===== src/sfx_samples.hex =====
// One 16-bit two's complement sample per line, in playback order
0000
30FB
5A82
7641
7FFF
7641
5A82
30FB
0000
CF05
A57E
89BF
8001
89BF
A57E
CF05


===== src/vga_game_pkg.sv =====
package vga_game_pkg;

    // Bus and datapath widths
    localparam int COORD_W     = 11;
    localparam int CHAN_W      = 8;
    localparam int DATA_W      = 16;
    localparam int ADDR_W      = 4;
    localparam int SAMPLE_W    = 16;
    localparam int NUM_SAMPLES = 16;

    // Scene geometry
    localparam int SPRITE_SIZE = 32;
    localparam int FONT_SIZE   = 8;
    localparam int STRIPE_GAP  = 20;

    // Magenta marks a hidden sprite
    localparam logic [15:0] TRANSPARENT_KEY = 16'hF81F;

    // Colours as {r, g, b}
    localparam logic [3*CHAN_W-1:0] SKY_DAY      = 24'h87CEEB;
    localparam logic [3*CHAN_W-1:0] SKY_NIGHT    = 24'h0A0A28;
    localparam logic [3*CHAN_W-1:0] GROUND_LIGHT = 24'h8B4513;
    localparam logic [3*CHAN_W-1:0] GROUND_DARK  = 24'h64280A;
    localparam logic [3*CHAN_W-1:0] LINE_COLOR   = 24'h000000;
    localparam logic [3*CHAN_W-1:0] DIGIT_COLOR  = 24'h000000;

    // Register map
    localparam logic [ADDR_W-1:0] REG_PLAYER_X     = 4'd0;
    localparam logic [ADDR_W-1:0] REG_PLAYER_Y     = 4'd1;
    localparam logic [ADDR_W-1:0] REG_PLAYER_COLOR = 4'd2;
    localparam logic [ADDR_W-1:0] REG_SCORE        = 4'd3;
    localparam logic [ADDR_W-1:0] REG_SCORE_X      = 4'd4;
    localparam logic [ADDR_W-1:0] REG_SCORE_Y      = 4'd5;
    localparam logic [ADDR_W-1:0] REG_SFX_PLAY     = 4'd6;

    typedef union packed {
        logic [15:0] word;
        struct packed {
            logic [4:0] red;
            logic [5:0] green;
            logic [4:0] blue;
        } field;
    } pixel565_u;

endpackage


===== src/raster_if.sv =====
`timescale 1ns/1ps

interface raster_if;

    logic [vga_game_pkg::COORD_W-1:0] h;
    logic [vga_game_pkg::COORD_W-1:0] v;
    logic                             blank_n;
    logic                             hs;
    logic                             vs;
    // Last pixel of the frame
    logic                             frame_end;

    modport source (output h, v, blank_n, hs, vs, frame_end);

    modport sink (input h, v, blank_n, hs, vs, frame_end);

endinterface


===== src/scene_if.sv =====
`timescale 1ns/1ps

interface scene_if;

    logic [vga_game_pkg::COORD_W-1:0] player_x;
    logic [vga_game_pkg::COORD_W-1:0] player_y;
    vga_game_pkg::pixel565_u          player_color;
    // Digit 0 to 9
    logic [3:0]                       score;
    logic [vga_game_pkg::COORD_W-1:0] score_x;
    logic [vga_game_pkg::COORD_W-1:0] score_y;

    modport source (output player_x, player_y, player_color, score, score_x, score_y);

    modport sink (input player_x, player_y, player_color, score, score_x, score_y);

endinterface


===== src/vga_timing.sv =====
`timescale 1ns/1ps

module vga_timing #(
    parameter int H_ACTIVE = 1280,
    parameter int H_FRONT  = 32,
    parameter int H_SYNC   = 192,
    parameter int H_BACK   = 96,
    parameter int V_ACTIVE = 480,
    parameter int V_FRONT  = 10,
    parameter int V_SYNC   = 2,
    parameter int V_BACK   = 33
) (
    input  logic     clk,
    input  logic     reset,
    raster_if.source raster
);

    localparam int CW      = vga_game_pkg::COORD_W;
    localparam int H_TOTAL = H_ACTIVE + H_FRONT + H_SYNC + H_BACK;
    localparam int V_TOTAL = V_ACTIVE + V_FRONT + V_SYNC + V_BACK;

    logic [CW-1:0] h_count;
    logic [CW-1:0] v_count;
    logic          line_end;
    logic          field_end;

    assign line_end  = (h_count == CW'(H_TOTAL - 1));
    assign field_end = (v_count == CW'(V_TOTAL - 1));

    always_ff @(posedge clk or posedge reset) begin
        if (reset) begin
            h_count <= '0;
            v_count <= '0;
        end else if (line_end) begin
            h_count <= '0;
            v_count <= field_end ? '0 : v_count + 1'b1;
        end else begin
            h_count <= h_count + 1'b1;
        end
    end

    assign raster.h         = h_count;
    assign raster.v         = v_count;
    // Both syncs are active low
    assign raster.hs        = !((h_count >= H_ACTIVE + H_FRONT) &&
                                (h_count < H_ACTIVE + H_FRONT + H_SYNC));
    assign raster.vs        = !((v_count >= V_ACTIVE + V_FRONT) &&
                                (v_count < V_ACTIVE + V_FRONT + V_SYNC));
    assign raster.blank_n   = (h_count < H_ACTIVE) && (v_count < V_ACTIVE);
    assign raster.frame_end = line_end && field_end;

endmodule


===== src/register_bank.sv =====
`timescale 1ns/1ps

module register_bank (
    input  logic                             clk,
    input  logic                             reset,
    input  logic                             chipselect,
    input  logic                             write,
    input  logic [vga_game_pkg::ADDR_W-1:0]  address,
    input  logic [vga_game_pkg::DATA_W-1:0]  writedata,
    scene_if.source                          scene,
    output logic                             sfx_start
);

    localparam int CW = vga_game_pkg::COORD_W;

    logic wr_en;

    assign wr_en = chipselect && write;

    always_ff @(posedge clk or posedge reset) begin
        if (reset) begin
            scene.player_x          <= '0;
            scene.player_y          <= '0;
            // Sprite starts hidden
            scene.player_color.word <= vga_game_pkg::TRANSPARENT_KEY;
            scene.score             <= '0;
            scene.score_x           <= '0;
            scene.score_y           <= '0;
        end else if (wr_en) begin
            case (address)
                vga_game_pkg::REG_PLAYER_X:     scene.player_x <= writedata[CW-1:0];
                vga_game_pkg::REG_PLAYER_Y:     scene.player_y <= writedata[CW-1:0];
                vga_game_pkg::REG_PLAYER_COLOR: scene.player_color.word <= writedata;
                vga_game_pkg::REG_SCORE:        scene.score <= writedata[3:0];
                vga_game_pkg::REG_SCORE_X:      scene.score_x <= writedata[CW-1:0];
                vga_game_pkg::REG_SCORE_Y:      scene.score_y <= writedata[CW-1:0];
                default: begin
                end
            endcase
        end
    end

    // Any write to the play register fires one pulse
    always_ff @(posedge clk or posedge reset) begin
        if (reset) begin
            sfx_start <= 1'b0;
        end else begin
            sfx_start <= wr_en && (address == vga_game_pkg::REG_SFX_PLAY);
        end
    end

endmodule


===== src/scene_renderer.sv =====
`timescale 1ns/1ps

module scene_renderer #(
    parameter int HORIZON    = 280,
    parameter int DAY_FRAMES = 60
) (
    input  logic                             clk,
    input  logic                             reset,
    raster_if.sink                           raster,
    scene_if.sink                            scene,
    output logic [vga_game_pkg::CHAN_W-1:0]  vga_r,
    output logic [vga_game_pkg::CHAN_W-1:0]  vga_g,
    output logic [vga_game_pkg::CHAN_W-1:0]  vga_b,
    output logic                             vga_hs,
    output logic                             vga_vs,
    output logic                             vga_blank_n
);

    localparam int FRAME_W = $clog2(DAY_FRAMES + 1);

    // 8x8 glyphs, top row in the high byte
    localparam logic [63:0] FONT [10] = '{
        64'h3C666E7E76663C00, 64'h1838181818187E00, 64'h3C66061C30667E00,
        64'h3C66061C06663C00, 64'h0C1C2C4C7E0C0C00, 64'h7E607C0606663C00,
        64'h3C66607C66663C00, 64'h7E060C1830303000, 64'h3C66663C66663C00,
        64'h3C66663E06663C00
    };

    logic [FRAME_W-1:0]                   frame_cnt;
    logic                                 night;
    logic                                 in_sprite;
    logic                                 in_digit;
    logic [vga_game_pkg::COORD_W-1:0]     dx;
    logic [vga_game_pkg::COORD_W-1:0]     dy;
    logic [63:0]                          glyph;
    logic [3*vga_game_pkg::CHAN_W-1:0]    pix;

    // Sky flips every DAY_FRAMES frames
    always_ff @(posedge clk or posedge reset) begin
        if (reset) begin
            frame_cnt <= '0;
            night     <= 1'b0;
        end else if (raster.frame_end) begin
            if (frame_cnt == FRAME_W'(DAY_FRAMES - 1)) begin
                frame_cnt <= '0;
                night     <= ~night;
            end else begin
                frame_cnt <= frame_cnt + 1'b1;
            end
        end
    end

    assign in_sprite = (raster.h >= scene.player_x) &&
                       (raster.h < scene.player_x + vga_game_pkg::SPRITE_SIZE) &&
                       (raster.v >= scene.player_y) &&
                       (raster.v < scene.player_y + vga_game_pkg::SPRITE_SIZE) &&
                       (scene.player_color.word != vga_game_pkg::TRANSPARENT_KEY);

    assign dx       = raster.h - scene.score_x;
    assign dy       = raster.v - scene.score_y;
    assign glyph    = (scene.score <= 4'd9) ? FONT[scene.score] : '0;
    assign in_digit = (raster.h >= scene.score_x) &&
                      (raster.h < scene.score_x + vga_game_pkg::FONT_SIZE) &&
                      (raster.v >= scene.score_y) &&
                      (raster.v < scene.score_y + vga_game_pkg::FONT_SIZE);

    // Layers in paint order, later ones win
    always_comb begin
        if (raster.v < HORIZON) begin
            pix = night ? vga_game_pkg::SKY_NIGHT : vga_game_pkg::SKY_DAY;
        end else if (raster.v == HORIZON) begin
            pix = vga_game_pkg::LINE_COLOR;
        end else if (raster.v <= HORIZON + vga_game_pkg::STRIPE_GAP) begin
            pix = vga_game_pkg::GROUND_LIGHT;
        end else begin
            pix = vga_game_pkg::GROUND_DARK;
        end
        if (in_sprite) begin
            // RGB565 widened by zero fill
            pix = {scene.player_color.field.red, 3'b000,
                   scene.player_color.field.green, 2'b00,
                   scene.player_color.field.blue, 3'b000};
        end
        if (in_digit && glyph[6'd63 - {dy[2:0], dx[2:0]}]) begin
            pix = vga_game_pkg::DIGIT_COLOR;
        end
    end

    always_ff @(posedge clk or posedge reset) begin
        if (reset) begin
            {vga_r, vga_g, vga_b} <= '0;
            vga_hs      <= 1'b1;
            vga_vs      <= 1'b1;
            vga_blank_n <= 1'b0;
        end else begin
            {vga_r, vga_g, vga_b} <= raster.blank_n ? pix : '0;
            vga_hs      <= raster.hs;
            vga_vs      <= raster.vs;
            vga_blank_n <= raster.blank_n;
        end
    end

endmodule


===== src/audio_player.sv =====
`timescale 1ns/1ps

module audio_player #(
    parameter int SAMPLE_DIV = 3125
) (
    input  logic                               clk,
    input  logic                               reset,
    input  logic                               sfx_start,
    input  logic                               audio_ready,
    output logic [vga_game_pkg::SAMPLE_W-1:0]  audio_data,
    output logic                               audio_valid
);

    localparam int AW    = $clog2(vga_game_pkg::NUM_SAMPLES);
    localparam int DIV_W = $clog2(SAMPLE_DIV + 1);

    logic [vga_game_pkg::SAMPLE_W-1:0] rom [vga_game_pkg::NUM_SAMPLES];
    logic [AW-1:0]                     addr;
    logic [DIV_W-1:0]                  div_cnt;
    logic                              playing;
    logic                              restart_pending;

    initial begin
        $readmemh("/design/src/sfx_samples.hex", rom);
    end

    always_ff @(posedge clk or posedge reset) begin
        if (reset) begin
            addr            <= '0;
            div_cnt         <= '0;
            playing         <= 1'b0;
            restart_pending <= 1'b0;
            audio_valid     <= 1'b0;
        end else if (audio_valid) begin
            // Divider holds while a sample waits
            if (audio_ready) begin
                audio_valid     <= 1'b0;
                restart_pending <= 1'b0;
                if (sfx_start || restart_pending) begin
                    addr <= '0;
                end else if (addr == AW'(vga_game_pkg::NUM_SAMPLES - 1)) begin
                    playing <= 1'b0;
                end else begin
                    addr <= addr + 1'b1;
                end
            end else if (sfx_start) begin
                restart_pending <= 1'b1;
            end
        end else if (sfx_start) begin
            playing <= 1'b1;
            addr    <= '0;
            div_cnt <= '0;
        end else if (playing) begin
            if (div_cnt == DIV_W'(SAMPLE_DIV - 1)) begin
                div_cnt     <= '0;
                audio_valid <= 1'b1;
            end else begin
                div_cnt <= div_cnt + 1'b1;
            end
        end
    end

    // Sample register loads only when a new sample is presented
    always_ff @(posedge clk) begin
        if (!audio_valid && !sfx_start && playing && div_cnt == DIV_W'(SAMPLE_DIV - 1)) begin
            audio_data <= rom[addr];
        end
    end

endmodule


===== src/vga_game_top.sv =====
`timescale 1ns/1ps

module vga_game_top #(
    parameter int H_ACTIVE   = 1280,
    parameter int H_FRONT    = 32,
    parameter int H_SYNC     = 192,
    parameter int H_BACK     = 96,
    parameter int V_ACTIVE   = 480,
    parameter int V_FRONT    = 10,
    parameter int V_SYNC     = 2,
    parameter int V_BACK     = 33,
    parameter int HORIZON    = 280,
    parameter int DAY_FRAMES = 60,
    parameter int SAMPLE_DIV = 3125
) (
    input  logic                               clk,
    input  logic                               reset,
    input  logic                               chipselect,
    input  logic                               write,
    input  logic [vga_game_pkg::ADDR_W-1:0]    address,
    input  logic [vga_game_pkg::DATA_W-1:0]    writedata,
    output logic [vga_game_pkg::CHAN_W-1:0]    vga_r,
    output logic [vga_game_pkg::CHAN_W-1:0]    vga_g,
    output logic [vga_game_pkg::CHAN_W-1:0]    vga_b,
    output logic                               vga_hs,
    output logic                               vga_vs,
    output logic                               vga_blank_n,
    output logic [vga_game_pkg::SAMPLE_W-1:0]  audio_data,
    output logic                               audio_valid,
    input  logic                               audio_ready
);

    logic sfx_start;

    raster_if raster ();
    scene_if  scene ();

    vga_timing #(
        .H_ACTIVE(H_ACTIVE), .H_FRONT(H_FRONT), .H_SYNC(H_SYNC), .H_BACK(H_BACK),
        .V_ACTIVE(V_ACTIVE), .V_FRONT(V_FRONT), .V_SYNC(V_SYNC), .V_BACK(V_BACK)
    ) u_timing (
        .clk(clk), .reset(reset), .raster(raster.source)
    );

    register_bank u_regs (
        .clk(clk), .reset(reset), .chipselect(chipselect), .write(write),
        .address(address), .writedata(writedata), .scene(scene.source),
        .sfx_start(sfx_start)
    );

    scene_renderer #(.HORIZON(HORIZON), .DAY_FRAMES(DAY_FRAMES)) u_render (
        .clk(clk), .reset(reset), .raster(raster.sink), .scene(scene.sink),
        .vga_r(vga_r), .vga_g(vga_g), .vga_b(vga_b),
        .vga_hs(vga_hs), .vga_vs(vga_vs), .vga_blank_n(vga_blank_n)
    );

    audio_player #(.SAMPLE_DIV(SAMPLE_DIV)) u_audio (
        .clk(clk), .reset(reset), .sfx_start(sfx_start), .audio_ready(audio_ready),
        .audio_data(audio_data), .audio_valid(audio_valid)
    );

endmodule


===== config.mk =====
export PLATFORM = sky130hd
export DESIGN_NAME = vga_game_top
export DESIGN_NICKNAME = d
export VERILOG_FILES = /design/src/vga_game_pkg.sv /design/src/raster_if.sv /design/src/scene_if.sv /design/src/vga_timing.sv /design/src/register_bank.sv /design/src/scene_renderer.sv /design/src/audio_player.sv /design/src/vga_game_top.sv
export SDC_FILE = /design/constraint.sdc
export NUM_CORES = 1
export LEC_CHECK = 0
export ABC_AREA = 1
export BUFFER_PORTS_ARGS = -buffer_cell sky130_fd_sc_hd__clkbuf_2
export CORE_UTILIZATION = 45
export CTS_BUF_LIST = sky130_fd_sc_hd__clkbuf_8
export DETAILED_ROUTE_END_ITERATION = 7
export GPL_TIMING_DRIVEN = 0
export SYNTH_ARGS = -nofsm -noshare
export SYNTH_HDL_FRONTEND = slang
export SYNTH_SLANG_ARGS = --single-unit

===== constraint.sdc =====
create_clock -name clk -period 7.5 [get_ports clk]
set_input_delay 0.375 -clock clk [delete_from_list [all_inputs] [get_ports clk]]
set_output_delay 0.375 -clock clk [all_outputs]
set_load 0.03 [all_outputs]

==> flow_summary.toml, run 1 <==
[setup_path]
r2r-end = "u_render.vga_b[3]$_DFF_PP0_"
worstSetupEndpointType = "register"
r2r_cells = 16
regToRegSetupSlack_ps = 4550
start_kind = "register"
crit_chain = "inv_1, ha_1, inv_1, fa_1, buf_4, clkinv_1, nand3_1, nand2_1, nand3_1, a21oi_1, nand2_1, nand3_2, nand2_4, buf_8, nand2_2, nor2_1"
crit_fanout = 10
r2r_start = "u_timing.raster.h[0]$_DFF_PP0_"
slowest_delay_ps = 520
cp_slowest_cell = "fa_1"
path_class = "register to register"
worstPathArrival_ps = 3320
required_ps = 7880

[clock_network]
cts_buffer_depth = 2
path_clk_slew_ps = 100
numCtsBuffers = 17
postCtsSetupBuffers = 0
cts_sinks = 138
cts_root_buf = "clkbuf_8"
insertion_delay_ps = 460
h-tree-depth = 4
cts_tree = "built"

[finish]
final_area_um2 = 10500
area_growth_pct = 11.7
seqCellArea_um2 = 3470
layout-drive-gt1-share = 0.142
multi_input_area_um2 = 5090
nNetsFinal = 1416
fillerInstances = 2017
diodes = 0
stdcell_count = 1582

[timing]
fin_worst_hold_slack_ps = 124
period_share = 0.393
report.final.setup_viol = 0
worstMarginPinSlew_ps = 662
max_slew_margin = 0.556
clock_skew_ps = 15.8
fin_setup_tns_ps = 0
rsz0062_at_grt = "no"
slew_violations = 0
min_period_ps = 2950
max_clock_freq_ghz = 0.339
hold_viol = 0

[yosys]
synth_area_um2 = 9390
yosysTopAreaCell = "dfrtp_1"
synth_top_area_frac = 0.336
synth.area.top_cells = "dfrtp_1, ha_1, nand2_1, inv_1, o21ai_0"
syn_avg_cell_area_um2 = 7.75
synth_cell_types = 51
ys_seq_area_frac = 0.370
synth_most_common_cell = "nand2_1"
netlist_instances = 1211
yosys_warnings = 0
async_flop_share = 1.00
synth_top_flop_cell = "dfrtp_1"
synth-seq-cells = 138
yosys-top-cells-count = "nand2_1, inv_1, dfrtp_1"
synth_edf_count = 0

[placed_design]
place.gp.congestion = 0.904
dpl_cell_area_um2 = 10100
place.port_buffers = 51
post-dp-hpwl_um = 17300
dp.cells = 1549

[detailed_routing]
drtIter0Drc = 520
drtAntennaViolNets = 0
routed_wl_um = 22900
post_drt_via_cell_ratio = 5.09
wl_per_cell_um = 14.5
drt-pass1-iter-count = 5
vias = 8047
drc = 0

[outcome]
status = "finished, final reports clean"

[worst_hold_path]
worstHoldStart = "writedata[11]"
min_path_cells = 3
hold_end = "u_regs.scene.player_color[11]$_DFFE_PP1P_"
hp-class = "input port to register"

[global_routing]
antenna_found_initial = 0
grt_max_degree = 86
grt_pass1_wl_um = 38000
overflow = 0
grt_pass1_vias = 7585
track_usage = 0.224

[floorplanning]
core_um2 = 20400
dieArea_um2 = 21400
start_util = 0.461
die_h_um = 146
fp.dieW_um = 146
ios = 69
rows = 52

[power]
power_mw = 2.34
p_leak_nw = 5.30
powerDensity_nw_per_um2 = 223
peakVddDrop_mv = 0.126

[flow_run]
max_cap_viol_count = 0
## kinds of logic after synthesis
kind of cell    share of synthesized area
simple gates                        0.263
buf+inv                            0.0943
compound gates                      0.117
flops                               0.370
fa+ha+maj                           0.124
xor+xnor                           0.0269
mux                               0.00480
other cells                      0.000400
## through the flow
step	worst slack (ps)	utilization
3_5_place_dp	4590	0.495
6_report	4550	0.515
2_1_floorplan	3450	-
5_1_grt	4330	0.515
3_3_place_gp	1730	0.493
4_1_cts	4570	0.515
## routing by layer
| metal | vias to the layer above | track usage | share of wire |
|---|---|---|---|
| met4 | 0 | 0.0635 | 0.014 |
| met5 | - | 0 | 0 |
| met3 | 26 | 0.0413 | 0.042 |
| met1 | 3710 | 0.310 | 0.49 |
| li1 | 4122 | - | - |
| met2 | 189 | 0.357 | 0.45 |
## state kept, by name, summed over array words and instances, names as in the netlist
name / cells
u_regs.scene.player_color: 16
u_audio.div_cnt: 12
u_regs.scene.player_x: 11
u_regs.scene.player_y: 11
u_regs.scene.score_x: 11
u_regs.scene.score_y: 11
u_timing.raster.h: 11
u_timing.raster.v: 11
u_render.vga_g: 8
u_render.vga_r: 8
u_render.frame_cnt: 6
u_render.vga_b: 6
u_audio.addr: 4
u_regs.scene.score: 4
u_audio.audio_valid: 1
u_audio.playing: 1
u_audio.restart_pending: 1
u_regs.sfx_start: 1
u_render.night: 1
u_render.vga_blank_n: 1
u_render.vga_hs: 1
u_render.vga_vs: 1
## area by class of cell
type	instances	area share
Tap cell	270	0.0322
Multi-Input combinational cell	887	0.486
Clock buffer	17	0.0223
Clock inverter	15	0.0159
Sequential cell	138	0.331
Timing Repair Buffer	53	0.0279
Buffer	38	0.0257
Inverter	164	0.0592
## worst max-delay path: cells and delay by family, from the launching register on
family                   cells  cell delay (ps)
AO/OA/AOI/OAI                1               80
buffers and inverters        5              850
adder cells (fa/ha/maj)      2              690
flip-flops                   1              430
AND/OR/NAND/NOR              8              820
## cells in the final DEF (no fill, tap or decap), drive strengths merged, types with 24 or more instances in the layout
| cell | n |
|---|---|
| buf | 29 |
| inv | 173 |
| a21oi | 68 |
| clkbuf | 78 |
| dfrtp | 126 |
| xor2 | 24 |
| nand3 | 77 |
| nand2 | 265 |
| nor2 | 122 |
| ha | 90 |
| o21ai | 103 |
| nor3 | 33 |
## power breakdown
part | internal [mW] | total [mW] | leakage (nW) | switching, mW
sequential | 0.852 | 0.949 | 1.72 | 0.0961
combinational | 0.285 | 0.763 | 3.38 | 0.477
clock | 0.280 | 0.631 | 0.195 | 0.352
total | 1.42 | 2.34 | 5.30 | 0.925
## how the worst max path moves through the flow
stage | slack, ps | start | end | depth (start not counted)
final | 4550 | u_timing.raster.h[0]$_DFF_PP0_ | u_render.vga_b[3]$_DFF_PP0_ | 16
after detailed placement | 4590 | u_regs.scene.score_x[3]$_DFFE_PP0P_ | u_render.vga_b[3]$_DFF_PP0_ | 17
after global routing | 4330 | u_timing.raster.h[0]$_DFF_PP0_ | u_render.vga_b[3]$_DFF_PP0_ | 17
after global placement | 1730 | reset | u_regs.scene.player_x[0]$_DFFE_PP0P_ | 2
after CTS | 4570 | u_timing.raster.h[0]$_DFF_PP0_ | u_render.vga_b[3]$_DFF_PP0_ | 16
after floorplan | 3450 | reset | u_audio.addr[0]$_DFFE_PP0P_ | 1
## what timing repair did
item / in CTS / in global routing
endpoints found under the setup margin: 0 / 0
resized for setup: 0 / 0
hold endpoints to repair: 51 / 0
hold buffers: 1 / 0
(Power assumes the default switching activity.)
==> run 2: changes to the inputs <==
--- a/config.mk
+++ b/config.mk
@@ -5,7 +5,7 @@
 export SDC_FILE = /design/constraint.sdc
 export NUM_CORES = 1
 export LEC_CHECK = 0
-export ABC_AREA = 1
+export ABC_AREA = 0
 export BUFFER_PORTS_ARGS = -buffer_cell sky130_fd_sc_hd__clkbuf_2
 export CORE_UTILIZATION = 45
 export CTS_BUF_LIST = sky130_fd_sc_hd__clkbuf_8
==> constraint.sdc (replaced) <==
create_clock -name clk -period 2.9 [get_ports clk]
set_input_delay 0.145 -clock clk [delete_from_list [all_inputs] [get_ports clk]]
set_output_delay 0.145 -clock clk [all_outputs]
set_load 0.03 [all_outputs]
==> run 2 against run 1 <==
The flow now finishes with violations (setup timing). Register-to-register slack worse by 4600 ps. Via count down 9.7%. Routed wire length down 2.4%. Core utilization up 2.4 points. Clock skew down 1.7 ps. Combinational power up 140%. Global-route usage up 0.18 points. Largest cell class unchanged. Largest power group unchanged.
==> flow_summary.toml, run 2 <==
[placed_design]
place.port_buffers = 51
dp.cells = 1283
post-dp-hpwl_um = 16400
place.gp.congestion = 0.902

[timing]
clock_skew_ps = 14.1
slew_violations = 0
min_period_ps = 2940
fin_worst_hold_slack_ps = 49.2
rsz0062_at_grt = "yes"
period_share = 1.01
max_clock_freq_ghz = 0.340
worstMarginPinSlew_ps = 835
report.final.setup_viol = 22
hold_viol = 0
fin_setup_tns_ps = -583
setup_ws_ps = -39.8
max_slew_margin = 0.439

[detailed_routing]
drc = 0
post_drt_via_cell_ratio = 5.44
drtAntennaViolNets = 0
wl_per_cell_um = 16.7
drt-pass1-iter-count = 5
vias = 7269
drtIter0Drc = 372
routed_wl_um = 22300

[setup_path]
start_kind = "register"
required_ps = 3230
worstSetupEndpointType = "register"
worstPathArrival_ps = 3270
path_class = "register to register"
crit_fanout = 6

[yosys]
synth_most_common_cell = "dfrtp_1"
yosysTopAreaCell = "dfrtp_1"
synth_top_flop_cell = "dfrtp_1"
synth_top_family_by_area = "simple AND/OR/NAND/NOR gates"
synth_edf_count = 0
netlist_instances = 947
synthAdderAreaFrac = 0.128
synth_cell_types = 78
synth.area.top_cells = "dfrtp_1, ha_1, mux2_2, dfstp_2, nand2_1"
synth_compound_area_frac = 0.116
syn_avg_cell_area_um2 = 9.59
synth_area_um2 = 9080
synthMuxAreaShare = 0.0788
yosys-top-cells-count = "dfrtp_1, ha_1, nand2_1"
synth-seq-cells = 138
yosys.area_share.simple = 0.189
ys_seq_area_frac = 0.382
async_flop_share = 1.00
synth_top_area_frac = 0.347
yosys_warnings = 0
synthXorXnorAreaFrac = 0.0493

[power]
power_mw = 5.74
powerDensity_nw_per_um2 = 544
p_leak_nw = 4.78
peakVddDrop_mv = 0.252

[global_routing]
grt_pass1_vias = 6861
antenna_found_initial = 1
grt_pass1_wl_um = 35700
overflow = 0
track_usage = 0.226
grt_max_degree = 42

[finish]
regMostFlops = "u_regs.scene.player_color"
multi_input_area_um2 = 5310
layout-drive-gt1-share = 0.238
fillerInstances = 1830
stdcell_count = 1335
nNetsFinal = 1174
diodes = 0
reg_top3 = "u_regs.scene.player_color (16), u_audio.div_cnt (12)"
seqCellArea_um2 = 3470
area_growth_pct = 16.3
largest_reg_flops = 16
final_cell_mix = "dfrtp_1, ha_1, nand2_1, nor2_1, inv_1"
layout_commonest_cell = "dfrtp_1"

[floorplanning]
core_um2 = 19600
dieArea_um2 = 20800
fp.dieW_um = 144
die_h_um = 144
ios = 69
start_util = 0.464
rows = 51

[outcome]
status = "finished, violations left"
violations = "setup timing"

[clock_network]
h-tree-depth = 4
cts_buffer_depth = 2
path_clk_slew_ps = 90
cts_tree = "built"
numCtsBuffers = 17
cts_sinks = 138
cts_root_buf = "clkbuf_8"
insertion_delay_ps = 460

[worst_hold_path]
hp-class = "input port to register"

[flow_run]
max_cap_viol_count = 0
run 2: critical path: stages (launching register included):
cell and delay [ps]:
dfrtp_1 420, ha_4 180, inv_2 50, fa_2 510, or3b_4 400, o311a_1 130, a2bb2oi_2 130, o211ai_1 160
nand4_1 150, nand3_2 120, and4_4 340, buf_8 150, nor3_2 50
run 2: repair_timing:
action,4_1_cts,5_1_grt
hold buffers,8,0
endpoints found under the setup margin,22,23
endpoints found under the hold margin,35,0
resized for setup,32,23
gates cloned,2,1
pin swaps,16,11
buffers inserted,5,5
run 2: logic make-up (layout without fill, tap and decap cells):
| logic type | Yosys count | in the layout |
|---|---|---|
| AND/OR/NAND/NOR | 332 | 332 |
| AO/OA/AOI/OAI | 165 | 165 |
| flip-flops | 138 | 138 |
| buffers and inverters | 105 | 212 |
| adder cells (fa/ha/maj) | 92 | 92 |
| multiplexers | 65 | 65 |
| XOR/XNOR | 49 | 49 |
| other | 1 | 17 |
run 2: through the flow:
stage | utilization | cell area [um2] | worst slack (ps)
floorplan | - | 9150 | 30.3
global placement | 0.497 | 9730 | -463
detailed placement | 0.500 | 9800 | -438
CTS | 0.532 | 10400 | -24.7
global route | 0.539 | 10600 | -142
finish | 0.539 | 10600 | -39.8
run 2: final timing paths:
path                                                     start                                   endpoint  slack (ps)  cells past startpoint
min reg2reg                  u_render.frame_cnt[1]$_DFFE_PP0P_          u_render.frame_cnt[1]$_DFFE_PP0P_         500                      2
max                        u_regs.scene.score_x[0]$_DFFE_PP0P_                u_render.vga_r[5]$_DFF_PP0_         -40                     12
min in group asynchronous                                reset        u_regs.scene.score_x[3]$_DFFE_PP0P_         340                      3
max reg2reg                u_regs.scene.score_x[0]$_DFFE_PP0P_                u_render.vga_r[5]$_DFF_PP0_         -40                     12
min                                               writedata[0]          u_regs.scene.score[0]$_DFFE_PP0P_          50                      3
max in group asynchronous                                reset  u_regs.scene.player_color[15]$_DFFE_PP1P_        1620                      5
run 2: final cells by class:
cell class | count | area share
buffer | 42 | 0.0277
sequential | 138 | 0.329
multi-input combinational | 720 | 0.503
timing repair buffer | 76 | 0.0501
inverter | 62 | 0.0224
tap | 265 | 0.0314
clock buffer | 20 | 0.0261
clock inverter | 12 | 0.0108
run 2: power by group:
part	switching (mW)	internal (mW)
clock network	0.804	0.754
registers	0.215	2.18
logic	1.00	0.795
total	2.02	3.72
run 2: metal layers:
layer	vias up	part of all wire	GRT usage
met5	-	0	0
met4	0	0.0078	0.0532
met3	13	0.042	0.0377
met2	163	0.47	0.371
met1	3527	0.48	0.308
li1	3566	-	-
==> run 3: changes to the inputs <==
--- a/config.mk
+++ b/config.mk
@@ -11,6 +11,7 @@
 export CTS_BUF_LIST = sky130_fd_sc_hd__clkbuf_8
 export DETAILED_ROUTE_END_ITERATION = 7
 export GPL_TIMING_DRIVEN = 0
+export SETUP_SLACK_MARGIN = 0.05
 export SYNTH_ARGS = -nofsm -noshare
 export SYNTH_HDL_FRONTEND = slang
 export SYNTH_SLANG_ARGS = --single-unit
==> run 3 against run 2 <==
The flow still finishes with violations (setup timing). Critical path depth rose by 1. First-iteration DRC count rose by 16%. Sequential share of layout area barely moved. Sequential power about the same. Hold slack got worse by 21 ps. Non-clock buffer count fell by 1. Maximum frequency rose by 0.88%. Combinational power about the same. Final area rose by 0.12%. Die area unchanged. Worst setup slack improved by 26 ps. Critical endpoint is now u_render.vga_g[3]$_DFF_PP0_. Largest power group unchanged. Highest routed layer unchanged.
==> flow_summary.toml, run 3 (synthesized netlist as in run 2, its figures left out) <==
[flow_run]
max_cap_viol_count = 0

[setup_path]
crit_fanout = 6
worstSetupEndpointType = "register"
slowest_delay_ps = 470
worstPathArrival_ps = 3250
path_class = "register to register"
start_kind = "register"
required_ps = 3240
cp_common_cell = "inv_2"
crit_chain = "inv_2, ha_4, inv_2, fa_2, or3b_4, o311a_1, a2bb2oi_2, o211ai_1, nand4_1, nand3_1, and4_4, buf_8, nor3_2"
cp_slowest_cell = "fa_2"

[timing]
clock_skew_ps = 12.4
hold_viol = 0
rsz0062_at_grt = "yes"
fin_setup_tns_ps = -119
report.final.setup_viol = 13
max_clock_freq_ghz = 0.343
setup_ws_ps = -14.1
period_share = 1.00
worstMarginPinSlew_ps = 863
slew_violations = 0
min_period_ps = 2910
max_slew_margin = 0.422

[floorplanning]
start_util = 0.464
core_um2 = 19600
rows = 51
dieArea_um2 = 20800
die_h_um = 144
fp.dieW_um = 144
ios = 69

[detailed_routing]
drc = 0
wl_per_cell_um = 16.6
drtAntennaViolNets = 0
drtIter0Drc = 430
post_drt_via_cell_ratio = 5.39
drt-pass1-iter-count = 5
vias = 7185
routed_wl_um = 22100

[clock_network]
cts_root_buf = "clkbuf_8"
insertion_delay_ps = 460
numCtsBuffers = 17
cts_tree = "built"
cts_sinks = 138
cts_buffer_depth = 2
h-tree-depth = 4
path_clk_slew_ps = 90

[outcome]
status = "finished, violations left"
violations = "setup timing"

[placed_design]
place.gp.congestion = 0.895
place.port_buffers = 51
pre_cts_ws_ps = -329
post-dp-hpwl_um = 16200

[global_routing]
track_usage = 0.228
overflow = 0
antenna_found_initial = 0
grt_pass1_wl_um = 35800
grt_pass1_vias = 6951
grt_max_degree = 37

[power]
power_mw = 5.90
powerDensity_nw_per_um2 = 559
peakVddDrop_mv = 0.311
p_leak_nw = 4.79

[finish]
diodes = 0
final_cell_mix = "dfrtp_1, ha_1, nand2_1, nor2_1, inv_1"
nNetsFinal = 1173
reg_top3 = "u_regs.scene.player_color (16), u_audio.div_cnt (12)"
layout_commonest_cell = "dfrtp_1"
regMostFlops = "u_regs.scene.player_color"
largest_reg_flops = 16
layout-drive-gt1-share = 0.233
area_growth_pct = 16.4

[worst_hold_path]
hp-class = "input port to register"
-- run 3: path summary, 6_finish.rpt --
path	to	cells past startpoint	slack, ps	startpoint
setup / recovery	u_render.vga_g[3]$_DFF_PP0_	13	-10	u_timing.raster.h[0]$_DFF_PP0_
hold / removal	u_regs.scene.score_y[8]$_DFFE_PP0P_	3	30	writedata[8]
setup reg to reg	u_render.vga_g[3]$_DFF_PP0_	13	-10	u_timing.raster.h[0]$_DFF_PP0_
hold reg to reg	u_render.frame_cnt[1]$_DFFE_PP0P_	2	500	u_render.frame_cnt[1]$_DFFE_PP0P_
max in group asynchronous	u_regs.scene.player_color[4]$_DFFE_PP1P_	5	1880	reset
min in group asynchronous	u_audio.div_cnt[10]$_DFFE_PP0P_	3	230	reset
-- run 3: critical path, delay by kind of cell, from the launching register on --
| kind | cells | cell delay [ps] |
|---|---|---|
| compound gates | 3 | 480 |
| flops | 1 | 410 |
| simple gates | 5 | 1020 |
| buf+inv | 3 | 280 |
| fa+ha+maj | 2 | 600 |
-- run 3: layout make-up --
type	instances	area (um2)
fillers	1827	9020
multi-input cells	720	5280
flip-flops and latches	138	3470
repair buffers	75	538
well taps	265	332
plain buffers	42	289
clock buffers	18	248
inverters	62	236
clock inverters	14	179
-- run 3: what timing repair did --
| action | in CTS | in global routing |
|---|---|---|
| cloned | 2 | 0 |
| hold buffers | 8 | 0 |
| hold endpoints to repair | 81 | 0 |
| pin swaps | 22 | 5 |
| gates resized for setup | 18 | 25 |
| setup endpoints to repair | 22 | 23 |
| setup buffers | 7 | 3 |
-- run 3: report_power, final --
| group | internal [mW] | switching [mW] |
|---|---|---|
| logic | 0.803 | 1.01 |
| registers | 2.17 | 0.208 |
| clock network | 0.829 | 0.883 |
| total | 3.81 | 2.10 |
-- run 3: stage by stage --
stage	util	hold slack, ps	cells	cell area [um2]
finish	0.540	28.1	1334	10600
global route	0.540	37.7	1334	10600
CTS	0.535	7.60	1332	10500
detailed placement	0.501	150	1283	9820
global placement	0.497	372	1279	9730
floorplan	-	215	963	9150
-- run 3: per-layer routing --
layer  global-route usage  vias to the layer above  wire, um  share of wire
li1                     -                     3555         -              -
met1                0.314                     3469     10600           0.48
met2                0.366                      136     10400           0.47
met3               0.0417                       25       813          0.037
met4               0.0677                        0       309          0.014
met5                    0                        -         0              0
